<file path="src/cfg_consts.svh">
`ifndef CFG_CONSTS_SVH
`define CFG_CONSTS_SVH

// Command channel widths
`define CFG_ADDR_W 20
`define CFG_DATA_W 64

// Tile coordinate and network ids
`define CORD_X_W 4
`define CORD_Y_W 3
`define CORD_W (`CORD_X_W + `CORD_Y_W)
`define DID_W 3
`define HIO_W 8
`define CORE_ID_W 7
`define LCE_ID_W 8

// Coherence-engine microcode store
`define UCODE_PC_W 8
`define UCODE_INSTR_W 48

// Register map, one 8-byte word per register
`define REG_FREEZE 20'h00000
`define REG_ICACHE_MODE 20'h00008
`define REG_DCACHE_MODE 20'h00010
`define REG_CCE_MODE 20'h00018
`define REG_HIO_MASK 20'h00020
`define REG_CORD 20'h00028
`define REG_DID 20'h00030
`define REG_HOST_DID 20'h00038
`define UCODE_BASE 20'h08000

`define CFG_RD_SEL_N 9 // Readable sources in the response mux

`endif

</file>
<file path="src/cfg_pkg.sv">
`include "cfg_consts.svh"

package cfg_pkg;

  // Uncached single-word opcodes
  typedef enum logic [1:0]
  {
    e_uc_rd = 2'b00,
    e_uc_wr = 2'b01
  } cfg_msg_type_e;

  typedef struct packed
  {
    cfg_msg_type_e           msg_type;
    logic [`CFG_ADDR_W-1:0]  addr;
  } cfg_header_s;

  // Shared by command and response
  typedef struct packed
  {
    cfg_header_s             header;
    logic [`CFG_DATA_W-1:0]  data;
  } cfg_msg_s;

  typedef enum logic [1:0]
  {
    e_lce_uncached = 2'b00,
    e_lce_normal   = 2'b01,
    e_lce_nonspec  = 2'b10
  } lce_mode_e;

  typedef enum logic [0:0]
  {
    e_cce_uncached = 1'b0,
    e_cce_normal   = 1'b1
  } cce_mode_e;

  // Configuration broadcast to the rest of the tile
  typedef struct packed
  {
    logic                    freeze;
    logic [`CORE_ID_W-1:0]   core_id;
    logic [`LCE_ID_W-1:0]    icache_id;
    lce_mode_e               icache_mode;
    logic [`LCE_ID_W-1:0]    dcache_id;
    lce_mode_e               dcache_mode;
    logic [`CORE_ID_W-1:0]   cce_id;
    cce_mode_e               cce_mode;
    logic [`HIO_W-1:0]       hio_mask;
  } cfg_bus_s;

endpackage

</file>
<file path="src/cfg_cmd_buffer.sv">
`timescale 1ns/1ns

module cfg_cmd_buffer
(
  input  logic              clk_i,
  input  logic              reset_i,
  input  cfg_pkg::cfg_msg_s data_i,
  input  logic              v_i,
  output logic              ready_o,
  output cfg_pkg::cfg_msg_s data_o,
  output logic              v_o,
  input  logic              yumi_i
);
  import cfg_pkg::*;

  logic     full_r;
  cfg_msg_s data_r;

  assign ready_o = ~full_r;
  assign v_o     = full_r;
  assign data_o  = data_r;

  always_ff @(posedge clk_i)
  begin
    if (reset_i)
      full_r <= 1'b0;
    else if (v_i & ~full_r)
      full_r <= 1'b1;
    else if (yumi_i)
      full_r <= 1'b0;
  end

  always_ff @(posedge clk_i)
  begin
    if (v_i & ~full_r)
      data_r <= data_i;
  end

  // A held command is not overwritten before its response is taken
  a_no_load_while_full: assert property (@(posedge clk_i) disable iff (reset_i)
    (v_o && !yumi_i) |=> (v_o && $stable(data_o)));

  a_yumi_needs_valid: assert property (@(posedge clk_i) disable iff (reset_i)
    yumi_i |-> v_o);

endmodule

</file>
<file path="config.mk">
export PLATFORM = sky130hd
export DESIGN_NAME = cfg_cmd_buffer
export DESIGN_NICKNAME = d
export VERILOG_FILES = /design/src/cfg_pkg.sv /design/src/cfg_cmd_buffer.sv
export VERILOG_INCLUDE_DIRS = /design/src /design/src/src
export SDC_FILE = /design/constraint.sdc
export NUM_CORES = 1
export LEC_CHECK = 0
export BUFFER_PORTS_ARGS = -buffer_cell sky130_fd_sc_hd__buf_2
export CAP_MARGIN = 20
export CELL_PAD_IN_SITES_DETAIL_PLACEMENT = 2
export CELL_PAD_IN_SITES_GLOBAL_PLACEMENT = 2
export CORE_MARGIN = 3
export CORE_UTILIZATION = 29
export CTS_CLUSTER_SIZE = 28
export DETAILED_ROUTE_END_ITERATION = 16
export GPL_TIMING_DRIVEN = 0
export HOLD_SLACK_MARGIN = 0.08
export MAX_ROUTING_LAYER = met4
export PLACE_DENSITY = 0.95
export SYNTH_ARGS = -nofsm -noshare
export SYNTH_HDL_FRONTEND = slang
export SYNTH_SLANG_ARGS = --single-unit
</file>
<file path="constraint.sdc">
create_clock -name clk_i -period 5.2 [get_ports clk_i]
set_input_delay 0.52 -clock clk_i [delete_from_list [all_inputs] [get_ports clk_i]]
set_output_delay 0.52 -clock clk_i [all_outputs]
set_load 0.03 [all_outputs]
</file>
Word level (Yosys, flattened, before mapping)
Index checks and enable logic that the tools add are counted.
- output and inout port bits: 88
- input port bits: 90
- logic and storage cells: 9
- register bits after elaboration: 87
- mux-type cells: 2
- bitwise logic cells: 2
- reduce and logical (&&, ||, !) cells: 1
- operator list (kind ; count):
    two-way mux 1 bit ; 2
    nonzero test 2 bit ; 1
    bitwise AND 1 bit ; 1
    inverter 1 bit ; 1

Depth between registers and ports, before layout
- word-level depth: 3
- gate-level depth with buffers: 2
- depth with buffers taken out: 2

Worst setup path after synthesis
No wires, ideal clock.
- path kind: flip-flop to flip-flop
- start point: reg full_r, in the netlist v_o
- end point: reg data_r (netlist bit data_o[0]), enable pin
- data required time: 4794 ps
- setup slack: 3159 ps
- clock period less this slack: 2041 ps
- library setup time: 406 ps
- data arrival time: 1635 ps
- buffers on the path: 0
- cell stages (with the launch flop): 2
- cell sequence: dfxtp_1 and2b_2
- cells in the longest elaborated chain, start to end: 2
- RTL lines (what ; line ; RTL):
    start, declared ; cfg_cmd_buffer.sv:16 ; logic full_r;
    start signal, assigned ; cfg_cmd_buffer.sv:26 ; full_r <= 1'b0;
    start signal, assigned ; cfg_cmd_buffer.sv:28 ; full_r <= 1'b1;
    start signal, assigned ; cfg_cmd_buffer.sv:30 ; full_r <= 1'b0;
    inverter 1 bit ; cfg_cmd_buffer.sv:35 ; if (v_i & ~full_r)
    bitwise AND 1 bit ; cfg_cmd_buffer.sv:35 ;
    end signal, assigned ; cfg_cmd_buffer.sv:36 ; data_r <= data_i;
    end, declared ; cfg_cmd_buffer.sv:17 ; cfg_msg_s data_r;
No other way between the ends.
A chain may end at the register's enable or synchronous reset.

Final worst setup path
- start point: reg full_r, in the netlist v_o
- end point: reg data_r (netlist bit data_o[67]), enable pin
Same word-level chain as after synthesis.

==> reports/metrics.yaml <==
grt:
  overflow: 0
  grt_max_degree: 46
  grt_usage: 0.144
  antenna_found_initial: 0
  grt_pass1_wl_um: 10500
  grt_pass1_vias: 1920
power_and_ir_drop:
  sw_frac_of_total: 0.240
  internal-power_uw: 1140
  clkPwrFrac: 0.321
  vdd_drop_max_v: 0.000173
  seq_power_share: 0.557
  power_density_mw_per_mm2: 387
  p_leak_uw: 0.00165
  switchingPower_uw: 358
  combPwrFrac: 0.122
worst_setup_path:
  reg2reg_depth: 2
  critPathCapture: "data_o[67]$_DFFE_PP_"
  crit_chain: "and2b_4, buf_12"
  rrSetupSlack_ns: 3.52
  rr_endpoint: "data_o[67]$_DFFE_PP_"
  reg2reg_from: "v_o$_SDFFE_PP0P_"
  crit_type: "reg2reg"
  start_kind: "flop"
  crit_path_end_kind: "flop"
  cp_max_fo: 45
  crit_required_ns: 5.22
  critPathMaxStageDelay_ns: 0.66
  cp.arrival_ns: 1.70
  cp_slowest_cell: "and2b_4"
  startpoint: "v_o$_SDFFE_PP0P_"
place:
  dpl.hpwl_um: 5930
  portBuffers: 177
  place.gp.congestion: 0.679
finish:
  seq_area_mm2: 0.00260
  drive_gt1_frac: 0.673
  antenna_cells: 0
  multi_input_area_um2: 21.3
  area_growth_pct: 47.3
  nets: 370
  n_fill_cell: 895
  final_util: 0.441
synthesis:
  synth-xor-area-share: 0
  synth-seq-cells: 87
  synth_fp_nets: 181
  synthMuxAreaShare: 0
  synth_top_family_by_area: "simple AND/OR/NAND/NOR gates"
  ys_warn_count: 0
  synthAdderAreaFrac: 0
  postSynthCellCount: 91
  yosys.area_share.simple: 0.00476
  synth-compound-area-share: 0.00286
  synth_cell_type_count: 6
  seq_area_frac_synth: 0.991
  netlist_area_mm2: 0.00263
  avgSynthCellArea_um2: 28.9
timing:
  fin_worst_skew_ns: 0.00746
  slew_headroom: 0.573
  tightestPinTransition_ns: 0.640
  rsz0062_at_grt: "no"
  report.final.hold_viol_count: 0
  max_freq_ghz: 0.596
  final.min_clock_period_ns: 1.68
  fin_tns_setup_ns: 0
  setup_viol: 0
  period_share: 0.323
  drv_slew: 0
clocking:
  ctsLongestPathBuffers: 2
  cts_tree: "built"
  cts_made_buffers: 9
  cts_setup_buffers: 0
  postCtsResizedCells: 0
  cts_max_level: 3
  postCtsHoldBufs: 0
  clk_pin_slew_ns: 0.08
  clk_latency_ns: 0.33
  cts_sinks: 87
  cts_root_buf: "clkbuf_8"
floorplanning:
  die_x_um: 101
  design.die.area_mm2: 0.0102
  placementRows: 34
  die_h_um: 101
  core_mm2: 0.00876
  ios: 178
  initial_utilization: 0.300
routing:
  totalWireLength_um: 7320
  viasPerCell: 4.18
  drt_iter0_markers: 49
  wl_per_cell_um: 18.7
  dr.pass1.iters: 4
  drt_drc_violations_left: 0
  vias: 1640
  ant_nets: 0
worst_hold_path:
  hold_class: "in2reg"
flow_run:
  drv_cap: 0
run_status:
  status: "complete, no violations"
per-stage QoR:
step / area [um2] / hold WS [ns] / total power [uW] / cells / setup slack, ns
after detailed placement: 3670 / 0.516 / 1040 / 377 / 3.31
after floorplan: 2630 / 0.593 / 950 / 91 / 3.16
final: 3870 / 0.344 / 1500 / 392 / 3.52
after CTS: 3870 / 0.323 / 1520 / 392 / 3.47
after global routing: 3870 / 0.320 / 1560 / 392 / 3.40
after global placement: 3650 / 0.487 / 1020 / 376 / 2.80
final cells by class:
type	instances	share of cell area
flip-flops and latches	87	0.673
clock buffers	9	0.0320
well taps	108	0.0349
inverters	1	0.000970
multi-input cells	3	0.00550
repair buffers	178	0.234
clock inverters	6	0.0197
worst min path at each step:
stage	from	endpoint	cells past startpoint
2_1_floorplan	reset_i	v_o$_SDFFE_PP0P_	1
3_3_place_gp	v_o$_SDFFE_PP0P_	v_o$_SDFFE_PP0P_	1
3_5_place_dp	v_o$_SDFFE_PP0P_	v_o$_SDFFE_PP0P_	1
4_1_cts	reset_i	v_o$_SDFFE_PP0P_	2
5_1_grt	reset_i	v_o$_SDFFE_PP0P_	2
6_report	reset_i	v_o$_SDFFE_PP0P_	2
Yosys cell counts:
cell / count / area, um2
edfxtp_1: 86 / 2580
and2b_2: 1 / 8.76
nor2_1: 1 / 3.75
inv_1: 1 / 3.75
dfxtp_1: 1 / 20.0
a211oi_1: 1 / 7.51
kinds of logic after synthesis:
kind of cell,Yosys count
buffers and inverters,1
AO/OA/AOI/OAI,1
flip-flops,87
AND/OR/NAND/NOR,2
cells in the final DEF, fill, tap and decap left out, drive strengths merged:
| master | count |
|---|---|
| inv | 1 |
| nor2 | 1 |
| and2b | 1 |
| a211oi | 1 |
| buf | 178 |
| bufinv | 2 |
| dfxtp | 1 |
| clkbuf | 9 |
| clkinv | 4 |
| edfxtp | 86 |
critical path, delay by kind of cell, from the launching register on:
| kind | cells | cell delay, ns |
|---|---|---|
| flip-flops | 1 | 0.35 |
| buffers and inverters | 1 | 0.32 |
| AND/OR/NAND/NOR | 1 | 0.66 |
state kept, by name, indices dropped and copies added, names as in the netlist:
signal / cells
data_o: 86
v_o: 1
power by group through the flow:
| stage | Sequential (uW) | Clock [uW] | Combinational, uW |
|---|---|---|---|
| after floorplan | 934 | 0 | 16.1 |
| after global placement | 848 | 0 | 176 |
| after detailed placement | 850 | 0 | 186 |
| after CTS | 834 | 504 | 187 |
| after global routing | 837 | 530 | 194 |
| final | 832 | 481 | 183 |
metal layers:
layer	GRT usage	wire length, um	part of all wire	vias to the layer above
met5	-	0	0	-
met4	0.0460	81	0.011	0
met3	0.0585	752	0.10	9
met2	0.249	3920	0.54	103
met1	0.149	2560	0.35	786
li1	-	-	-	742
No activity file was read; power rests on OpenSTA's default activity.
