===== config.mk =====
export PLATFORM = sky130hd
export DESIGN_NAME = cfg_regs
export DESIGN_NICKNAME = d
export VERILOG_FILES = /design/src/cfg_pkg.sv /design/src/cfg_regs.sv
export VERILOG_INCLUDE_DIRS = /design/src /design/src/src
export SDC_FILE = /design/constraint.sdc
export NUM_CORES = 1
export LEC_CHECK = 0
export BUFFER_PORTS_ARGS = -buffer_cell sky130_fd_sc_hd__clkbuf_2
export CORE_AREA = 2 2 143 145
export DETAILED_ROUTE_END_ITERATION = 16
export DIE_AREA = 0 0 145 147
export GPL_ROUTABILITY_DRIVEN = 0
export MAX_ROUTING_LAYER = met4
export PLACE_DENSITY = 0.57
export RECOVER_POWER = 100
export SLEW_MARGIN = 25
export SYNTH_ARGS = -nofsm -noshare
export SYNTH_HDL_FRONTEND = slang
export SYNTH_SLANG_ARGS = --single-unit

===== constraint.sdc =====
create_clock -name clk_i -period 1.8 [get_ports clk_i]
set_input_delay 0.18 -clock clk_i [delete_from_list [all_inputs] [get_ports clk_i]]
set_output_delay 0.18 -clock clk_i [all_outputs]
set_load 0.005 [all_outputs]

===== src/cfg_consts.svh =====
`ifndef CFG_CONSTS_SVH
`define CFG_CONSTS_SVH

// Command channel widths
`define CFG_ADDR_W 20
`define CFG_DATA_W 64

// Tile coordinate and network ids
`define CORD_X_W 4
`define CORD_Y_W 3
`define CORD_W (`CORD_X_W + `CORD_Y_W)
`define DID_W 3
`define HIO_W 8
`define CORE_ID_W 7
`define LCE_ID_W 8

// Coherence-engine microcode store
`define UCODE_PC_W 8
`define UCODE_INSTR_W 48

// Register map, one 8-byte word per register
`define REG_FREEZE 20'h00000
`define REG_ICACHE_MODE 20'h00008
`define REG_DCACHE_MODE 20'h00010
`define REG_CCE_MODE 20'h00018
`define REG_HIO_MASK 20'h00020
`define REG_CORD 20'h00028
`define REG_DID 20'h00030
`define REG_HOST_DID 20'h00038
`define UCODE_BASE 20'h08000

`define CFG_RD_SEL_N 9 // Readable sources in the response mux

`endif


===== src/cfg_pkg.sv =====
`include "cfg_consts.svh"

package cfg_pkg;

  // Uncached single-word opcodes
  typedef enum logic [1:0]
  {
    e_uc_rd = 2'b00,
    e_uc_wr = 2'b01
  } cfg_msg_type_e;

  typedef struct packed
  {
    cfg_msg_type_e           msg_type;
    logic [`CFG_ADDR_W-1:0]  addr;
  } cfg_header_s;

  // Shared by command and response
  typedef struct packed
  {
    cfg_header_s             header;
    logic [`CFG_DATA_W-1:0]  data;
  } cfg_msg_s;

  typedef enum logic [1:0]
  {
    e_lce_uncached = 2'b00,
    e_lce_normal   = 2'b01,
    e_lce_nonspec  = 2'b10
  } lce_mode_e;

  typedef enum logic [0:0]
  {
    e_cce_uncached = 1'b0,
    e_cce_normal   = 1'b1
  } cce_mode_e;

  // Configuration broadcast to the rest of the tile
  typedef struct packed
  {
    logic                    freeze;
    logic [`CORE_ID_W-1:0]   core_id;
    logic [`LCE_ID_W-1:0]    icache_id;
    lce_mode_e               icache_mode;
    logic [`LCE_ID_W-1:0]    dcache_id;
    lce_mode_e               dcache_mode;
    logic [`CORE_ID_W-1:0]   cce_id;
    cce_mode_e               cce_mode;
    logic [`HIO_W-1:0]       hio_mask;
  } cfg_bus_s;

endpackage


===== src/cfg_regs.sv =====
`timescale 1ns/1ns

`include "cfg_consts.svh"

module cfg_regs
(
  input  logic                      clk_i,
  input  logic                      reset_i,

  input  cfg_pkg::cfg_msg_s         cmd_i,
  input  logic                      cmd_v_i,
  output logic                      cmd_yumi_o,

  output cfg_pkg::cfg_msg_s         resp_o,
  output logic                      resp_v_o,
  input  logic                      resp_yumi_i,

  input  logic [`DID_W-1:0]         did_i,
  input  logic [`DID_W-1:0]         host_did_i,
  input  logic [`CORD_W-1:0]        cord_i,

  input  logic [`CORE_ID_W-1:0]     core_id_i,
  input  logic [`CORE_ID_W-1:0]     cce_id_i,
  input  logic [`LCE_ID_W-1:0]      icache_id_i,
  input  logic [`LCE_ID_W-1:0]      dcache_id_i,

  output logic                      ucode_v_o,
  output logic                      ucode_w_o,
  output logic [`UCODE_PC_W-1:0]    ucode_addr_o,
  output logic [`UCODE_INSTR_W-1:0] ucode_data_o,
  input  logic [`UCODE_INSTR_W-1:0] ucode_data_i,

  output cfg_pkg::cfg_bus_s         cfg_bus_o
);
  import cfg_pkg::*;

  logic                     freeze_r;
  lce_mode_e                icache_mode_r;
  lce_mode_e                dcache_mode_r;
  cce_mode_e                cce_mode_r;
  logic [`HIO_W-1:0]        hio_mask_r;

  logic                     resp_v_r;
  logic                     load_r;
  logic [`CFG_RD_SEL_N-1:0] read_sel;
  logic [`CFG_RD_SEL_N-1:0] read_sel_r;
  logic [`CFG_DATA_W-1:0]   read_src [`CFG_RD_SEL_N];
  logic [`CFG_DATA_W-1:0]   read_data;
  logic [`CFG_DATA_W-1:0]   read_data_r;

  logic                     cmd_new;
  logic                     cmd_rd;
  logic                     cmd_wr;
  logic                     ucode_hit;
  logic [`CFG_ADDR_W-1:0]   addr;
  logic [`CFG_DATA_W-1:0]   wdata;

  // Act on a buffered command once, before its response is raised
  assign cmd_new   = cmd_v_i & ~resp_v_r;
  assign cmd_rd    = cmd_new & (cmd_i.header.msg_type == e_uc_rd);
  assign cmd_wr    = cmd_new & (cmd_i.header.msg_type == e_uc_wr);
  assign addr      = cmd_i.header.addr;
  assign wdata     = cmd_i.data;
  assign ucode_hit = (addr >= `UCODE_BASE);

  always_ff @(posedge clk_i)
  begin
    if (reset_i)
    begin
      freeze_r      <= 1'b1;
      icache_mode_r <= e_lce_uncached;
      dcache_mode_r <= e_lce_uncached;
      cce_mode_r    <= e_cce_uncached;
      hio_mask_r    <= '0;
    end
    else if (cmd_wr)
    begin
      case (addr)
        `REG_FREEZE:      freeze_r      <= wdata[0];
        `REG_ICACHE_MODE: icache_mode_r <= lce_mode_e'(wdata[1:0]);
        `REG_DCACHE_MODE: dcache_mode_r <= lce_mode_e'(wdata[1:0]);
        `REG_CCE_MODE:    cce_mode_r    <= cce_mode_e'(wdata[0]);
        `REG_HIO_MASK:    hio_mask_r    <= wdata[`HIO_W-1:0];
        default:          ; // Read-only and unmapped addresses drop the write
      endcase
    end
  end

  assign ucode_v_o    = (cmd_rd | cmd_wr) & ucode_hit;
  assign ucode_w_o    = cmd_wr & ucode_hit;
  assign ucode_addr_o = addr[3 +: `UCODE_PC_W];
  assign ucode_data_o = wdata[`UCODE_INSTR_W-1:0];

  assign cfg_bus_o = '{freeze:      freeze_r,
                       core_id:     core_id_i,
                       icache_id:   icache_id_i,
                       icache_mode: icache_mode_r,
                       dcache_id:   dcache_id_i,
                       dcache_mode: dcache_mode_r,
                       cce_id:      cce_id_i,
                       cce_mode:    cce_mode_r,
                       hio_mask:    hio_mask_r};

  // Read select bit order matches read_src below
  assign read_sel = {cmd_rd & ucode_hit,
                     cmd_rd & (addr == `REG_HOST_DID),
                     cmd_rd & (addr == `REG_DID),
                     cmd_rd & (addr == `REG_CORD),
                     cmd_rd & (addr == `REG_HIO_MASK),
                     cmd_rd & (addr == `REG_CCE_MODE),
                     cmd_rd & (addr == `REG_DCACHE_MODE),
                     cmd_rd & (addr == `REG_ICACHE_MODE),
                     cmd_rd & (addr == `REG_FREEZE)};

  always_ff @(posedge clk_i)
  begin
    if (reset_i)
    begin
      resp_v_r   <= 1'b0;
      load_r     <= 1'b0;
      read_sel_r <= '0;
    end
    else
    begin
      load_r <= cmd_new; // First response cycle only
      if (cmd_new)
      begin
        resp_v_r   <= 1'b1;
        read_sel_r <= read_sel;
      end
      else if (resp_yumi_i)
        resp_v_r <= 1'b0;
    end
  end

  assign read_src[0] = `CFG_DATA_W'(freeze_r);
  assign read_src[1] = `CFG_DATA_W'(icache_mode_r);
  assign read_src[2] = `CFG_DATA_W'(dcache_mode_r);
  assign read_src[3] = `CFG_DATA_W'(cce_mode_r);
  assign read_src[4] = `CFG_DATA_W'(hio_mask_r);
  assign read_src[5] = `CFG_DATA_W'(cord_i);
  assign read_src[6] = `CFG_DATA_W'(did_i);
  assign read_src[7] = `CFG_DATA_W'(host_did_i);
  assign read_src[8] = `CFG_DATA_W'(ucode_data_i);

  always_comb
  begin
    read_data = '0;
    for (int i = 0; i < `CFG_RD_SEL_N; i++)
    begin
      read_data = read_data | ({`CFG_DATA_W{read_sel_r[i]}} & read_src[i]);
    end
  end

  always_ff @(posedge clk_i)
  begin
    if (load_r)
      read_data_r <= read_data;
  end

  // The mux feeds the response directly in its first cycle, the register after that
  assign resp_o     = '{header: cmd_i.header, data: load_r ? read_data : read_data_r};
  assign resp_v_o   = cmd_v_i & resp_v_r;
  assign cmd_yumi_o = resp_yumi_i;

  a_read_sel_onehot: assert property (@(posedge clk_i) disable iff (reset_i)
    $onehot0(read_sel_r));

  a_resp_stable: assert property (@(posedge clk_i) disable iff (reset_i)
    (resp_v_o && !resp_yumi_i) |=> (resp_v_o && $stable(resp_o)));

endmodule


# Word-level counts from Yosys, hierarchy flattened
# Cells that the tools add are included.
# Widths: inputs -> output; s select.
classes:
  n_reduce_logical: 8
  n_eq_ne: 8
  mux: 3
  n_bitwise: 34
  order_cmp: 1
op_table:
  columns: ["operator", "n"]
  rows:
  - ["$or 64x64->64", 8]
  - ["$and 64x1->64", 2]
  - ["$and 64x2->64", 2]
  - ["$and 64x3->64", 2]
  - ["$eq 20x6->1 const B", 4]
  - ["$and 64x48->64", 1]
  - ["$and 64x7->64", 1]
  - ["$and 64x8->64", 1]
  - ["$mux 64", 1]
  - ["$eq 20x5->1 const B", 2]
  - ["$eq 20x4->1 const B", 1]
  - ["$ge 20x16->1 const B", 1]
  - ["$logic_not 20->1", 1]
  - ["$and 1x1->1", 15]
  - ["$reduce_and 2->1", 5]
  - ["$eq 2x1->1 const B", 1]
  - ["$logic_not 2->1", 1]
  - ["$mux 1", 2]
  - ["$reduce_bool 2->1", 1]
  - ["$not 1->1", 1]
  - ["$or 1x1->1", 1]
word_totals:
  reg_bits: 89
  in_bits: 181
  output_inout_bits: 190

# Logic depth before layout (Yosys ltp)
depth:
  depth_word: 10
  depth_mapped: 6
  depth_no_buf: 4

# Worst setup path after synthesis
# OpenSTA, ideal clock, no wires.
synth_path:
  kind: "reg-to-output"
  startpoint: "register load_r"
  endpoint: "output resp_o[20] (netlist name)"
  slack_ns: 0.478
  required_time_ns: 1.620
  path_buffers: 3
  path_stages_with_launch: 7
  arrival_time_ns: 1.142
  cell_sequence: "dfxtp_1 -> buf_2 -> and2_1 -> buf_2 -> buf_2 -> nand2_1 -> o21ai_0"
synth_lines:
  columns: ["element", "line", "source"]
  rows:
  - ["start: declaration", "cfg_regs.sv:44", "logic load_r;"]
  - ["start signal: assignment", "cfg_regs.sv:125", "load_r <= cmd_new;"]
  - ["end: declaration", "cfg_regs.sv:14", "output cfg_pkg::cfg_msg_s resp_o,"]

==> metrics.md <==
| Metric | Value |
|---|---|
| Status | `finished, final reports clean` |
| CTS max path bufs | `2` |
| Pins Over Slew Limit | `0` |
| Clk slew on worst S/H paths | `0.07 ns` |
| Max Clock Skew | `0.00555 ns` |
| Post-Route WL | `11300 um` |
| Most used DFF post-synth | `dfxtp_1` |
| Post-Syn Nets | `652` |
| Worst-skew pair later-pin latency | `0.34 ns` |
| Area Growth Syn to Fin | `20.7%` |
| DR WL/cell | `13.3 um` |
| I/O pin count | `371` |
| Synthesis-stage register bit count | `89` |
| Hold Path Class | `in -> reg` |
| GRT overflow | `0` |
| Synth Cell Area | `4120 sq um` |
| Async set or reset register ratio after synthesis | `0` |
| Vias in the first global route | `3003` |
| Critical Path AT | `1.59 ns` |
| Cells after synthesis | `471` |
| Leakage power total | `2.11 nW` |
| Total CTS buffers | `9` |
| Layout Cell Area excl Fill | `4980 sq um` |
| Iter 0 DRT Violations | `157` |
| Critical-path cell list | `a222oi_1 -> nand3_1 -> a221oi_2 -> a21oi_2 -> clkbuf_2` |
| Hold_buf cts | `0` |
| Critical path type | `reg -> out` |
| Input/output buffers | `214` |
| Initial Util | `0.208` |
| ANT nets after route | `0` |
| Final setup vio count | `0` |
| Ant diodes | `0` |
| CTS sink cnt | `89` |
| Placed insts | `833` |
| Final #Nets | `755` |
| # H-tree levels | `3` |
| Synth Area per Inst | `8.75 sq um` |
| Max rail drop VDD | `374 uV` |
| Root Buffer | `clkbuf_16` |
| Dpl hpwl | `8940 um` |
| Crit-path leading delay family | `compound AO/OA/AOI/OAI gates` |
| Non-filler cells, final | `849` |
| Fmax | `0.566 GHz` |
| PwrDens | `881 nW/um^2` |
| Commonest non-fill, non-tap cell in the layout | `clkbuf_2` |
| Synth Warn # | `0` |
| Worst path required time | `1.62 ns` |
| Vias/cell | `3.96` |
| Chip width | `145 um` |
| Initial antenna violation count | `0` |
| First-pass GRT wire length | `17100 um` |
| Fillers | `2176` |
| Fin crit share | `0.982` |
| Num rows | `52` |
| Sequential share of the synthesized area | `0.432` |
| Synth unique cells | `35` |
| Die Ht | `147 um` |
| Die area | `21300 sq um` |
| Final hold violations | `0` |
| Number of buffers and inverters on the critical path | `1` |
| Critical path's slowest cell | `a222oi_1` |
| Gr usage total | `0.107` |
| Final hold slack | `0.0701 ns` |
| MaxCap Viol Count | `0` |
| Total core area | `19800 sq um` |
| Startpoint types | `flip-flop` |
| Via count | `3358` |
| CTS tree | `built` |
| DRT Pass-1 Iters | `5` |
| Final worst slack | `0.0326 ns` |
| Drc violations | `0` |
| Post-DP Area | `4710 sq um` |
| Min Tclk post-route | `1.77 ns` |
| Pre-CTS setup slack | `0.130 ns` |
| RSZ-0062 raised after global routing | `true` |
| Post-CTS setup buffer count | `0` |
| Largest stage delay on the critical path | `0.36 ns` |
| Number of flops mapped to enable cells by yosys | `0` |
| Max-slew headroom | `0.637` |
| Largest net degree at the start of global routing | `74` |
| Most frequent cells in the layout | `clkbuf_2 (180), dfxtp_1 (86), o21ai_0 (48)` |
| Pwr Total | `4.39 mW` |
| Max FO, Critical Path | `3` |
| Share of cells above drive strength 1 | `0.377` |
| Worst-Margin Slew | `0.544 ns` |
| Critical path endpoint category | `primary output` |
==> cells by family after synthesis <==
kind of cell           synth area share
muxes                            0.0121
buffers and inverters             0.261
AOI/OAI and AO/OA                 0.133
DFF                               0.432
and+or+nand+nor                   0.162
==> worst min-delay path, cell delays in order <==
cell and delay (ns):
clkbuf_2 0.07, nand2_1 0.03, o21ai_0 0.08
==> area by class of cell <==
class / instances / area, sq um / share of cell area
Inverter: 40 / 150 / 0.0302
Multi-Input combinational cell: 210 / 1280 / 0.258
Clock buffer: 11 / 233 / 0.0468
Timing Repair Buffer: 224 / 1120 / 0.226
Sequential cell: 89 / 1790 / 0.359
Tap cell: 270 / 338 / 0.0679
Clock inverter: 5 / 63.8 / 0.0128
==> what timing repair did <==
| item | 4_1_cts | 5_1_grt |
|---|---|---|
| hold endpoints to repair | 0 | 0 |
| pin swaps | 2 | 2 |
| resized for setup | 2 | 2 |
| endpoints found under the setup margin | 2 | 1 |
==> final timing paths <==
kind                            slack (ns)         endpoint  cells after the start              from
worst max-delay path                  0.03        resp_o[0]                      5          freeze_r
worst min-delay path                  0.07  read_data_r[15]                      3  ucode_data_i[15]
worst max register to register        0.31    hio_mask_r[0]                      4          resp_v_r
worst min register to register        0.46  read_data_r[56]                      1   read_data_r[56]
==> cell usage after synthesis (2+ instances only) <==
master	count	area, sq um
a22o_1	8	70.1
nor3_1	2	10.0
clkbuf_1	14	52.6
buf_2	4	20.0
nand3_1	5	25.0
nor2b_1	19	119
buf_4	111	833
buf_1	2	7.51
dfxtp_1	89	1780
a21oi_1	16	80.1
mux2i_1	5	50.1
nand2b_1	9	56.3
a222oi_1	7	70.1
nand2_1	41	154
nor2_1	14	52.6
nor4_2	2	25.0
nand4_1	10	62.6
o21ai_0	48	240
a22oi_1	6	45.0
and2_1	2	12.5
a41oi_1	2	17.5
inv_1	40	150
nor4_4	3	63.8
==> stage by stage <==
stage / util / setup TNS [ns]
floorplan: - / 0
global placement: 0.238 / 0
detailed placement: 0.238 / 0
CTS: 0.253 / 0
global route: 0.251 / -0.0451
finish: 0.251 / 0
==> where the power goes <==
group / internal [mW] / leakage, nW / total, mW / switching [mW]
clock: 1.09 / 0.134 / 1.89 / 0.807
combinational: 0.196 / 1.26 / 0.431 / 0.236
sequential: 2.04 / 0.722 / 2.06 / 0.0189
==> registers in the layout, indices dropped and copies added (netlist names) <==
name and count:
cce_mode_r 1, dcache_mode_r 2, freeze_r 1, hio_mask_r 8, icache_mode_r 2, load_r 1, read_data_r 64, read_sel_r 9
resp_v_r 1
==> layer usage <==
layer | vias up | track usage | share of wire
li1 | 1664 | - | -
met1 | 1478 | 0.121 | 0.42
met2 | 176 | 0.169 | 0.46
met3 | 40 | 0.0357 | 0.085
met4 | 0 | 0.0530 | 0.038
met5 | - | - | 0
Note: power is estimated with default switching activity, not from simulation.
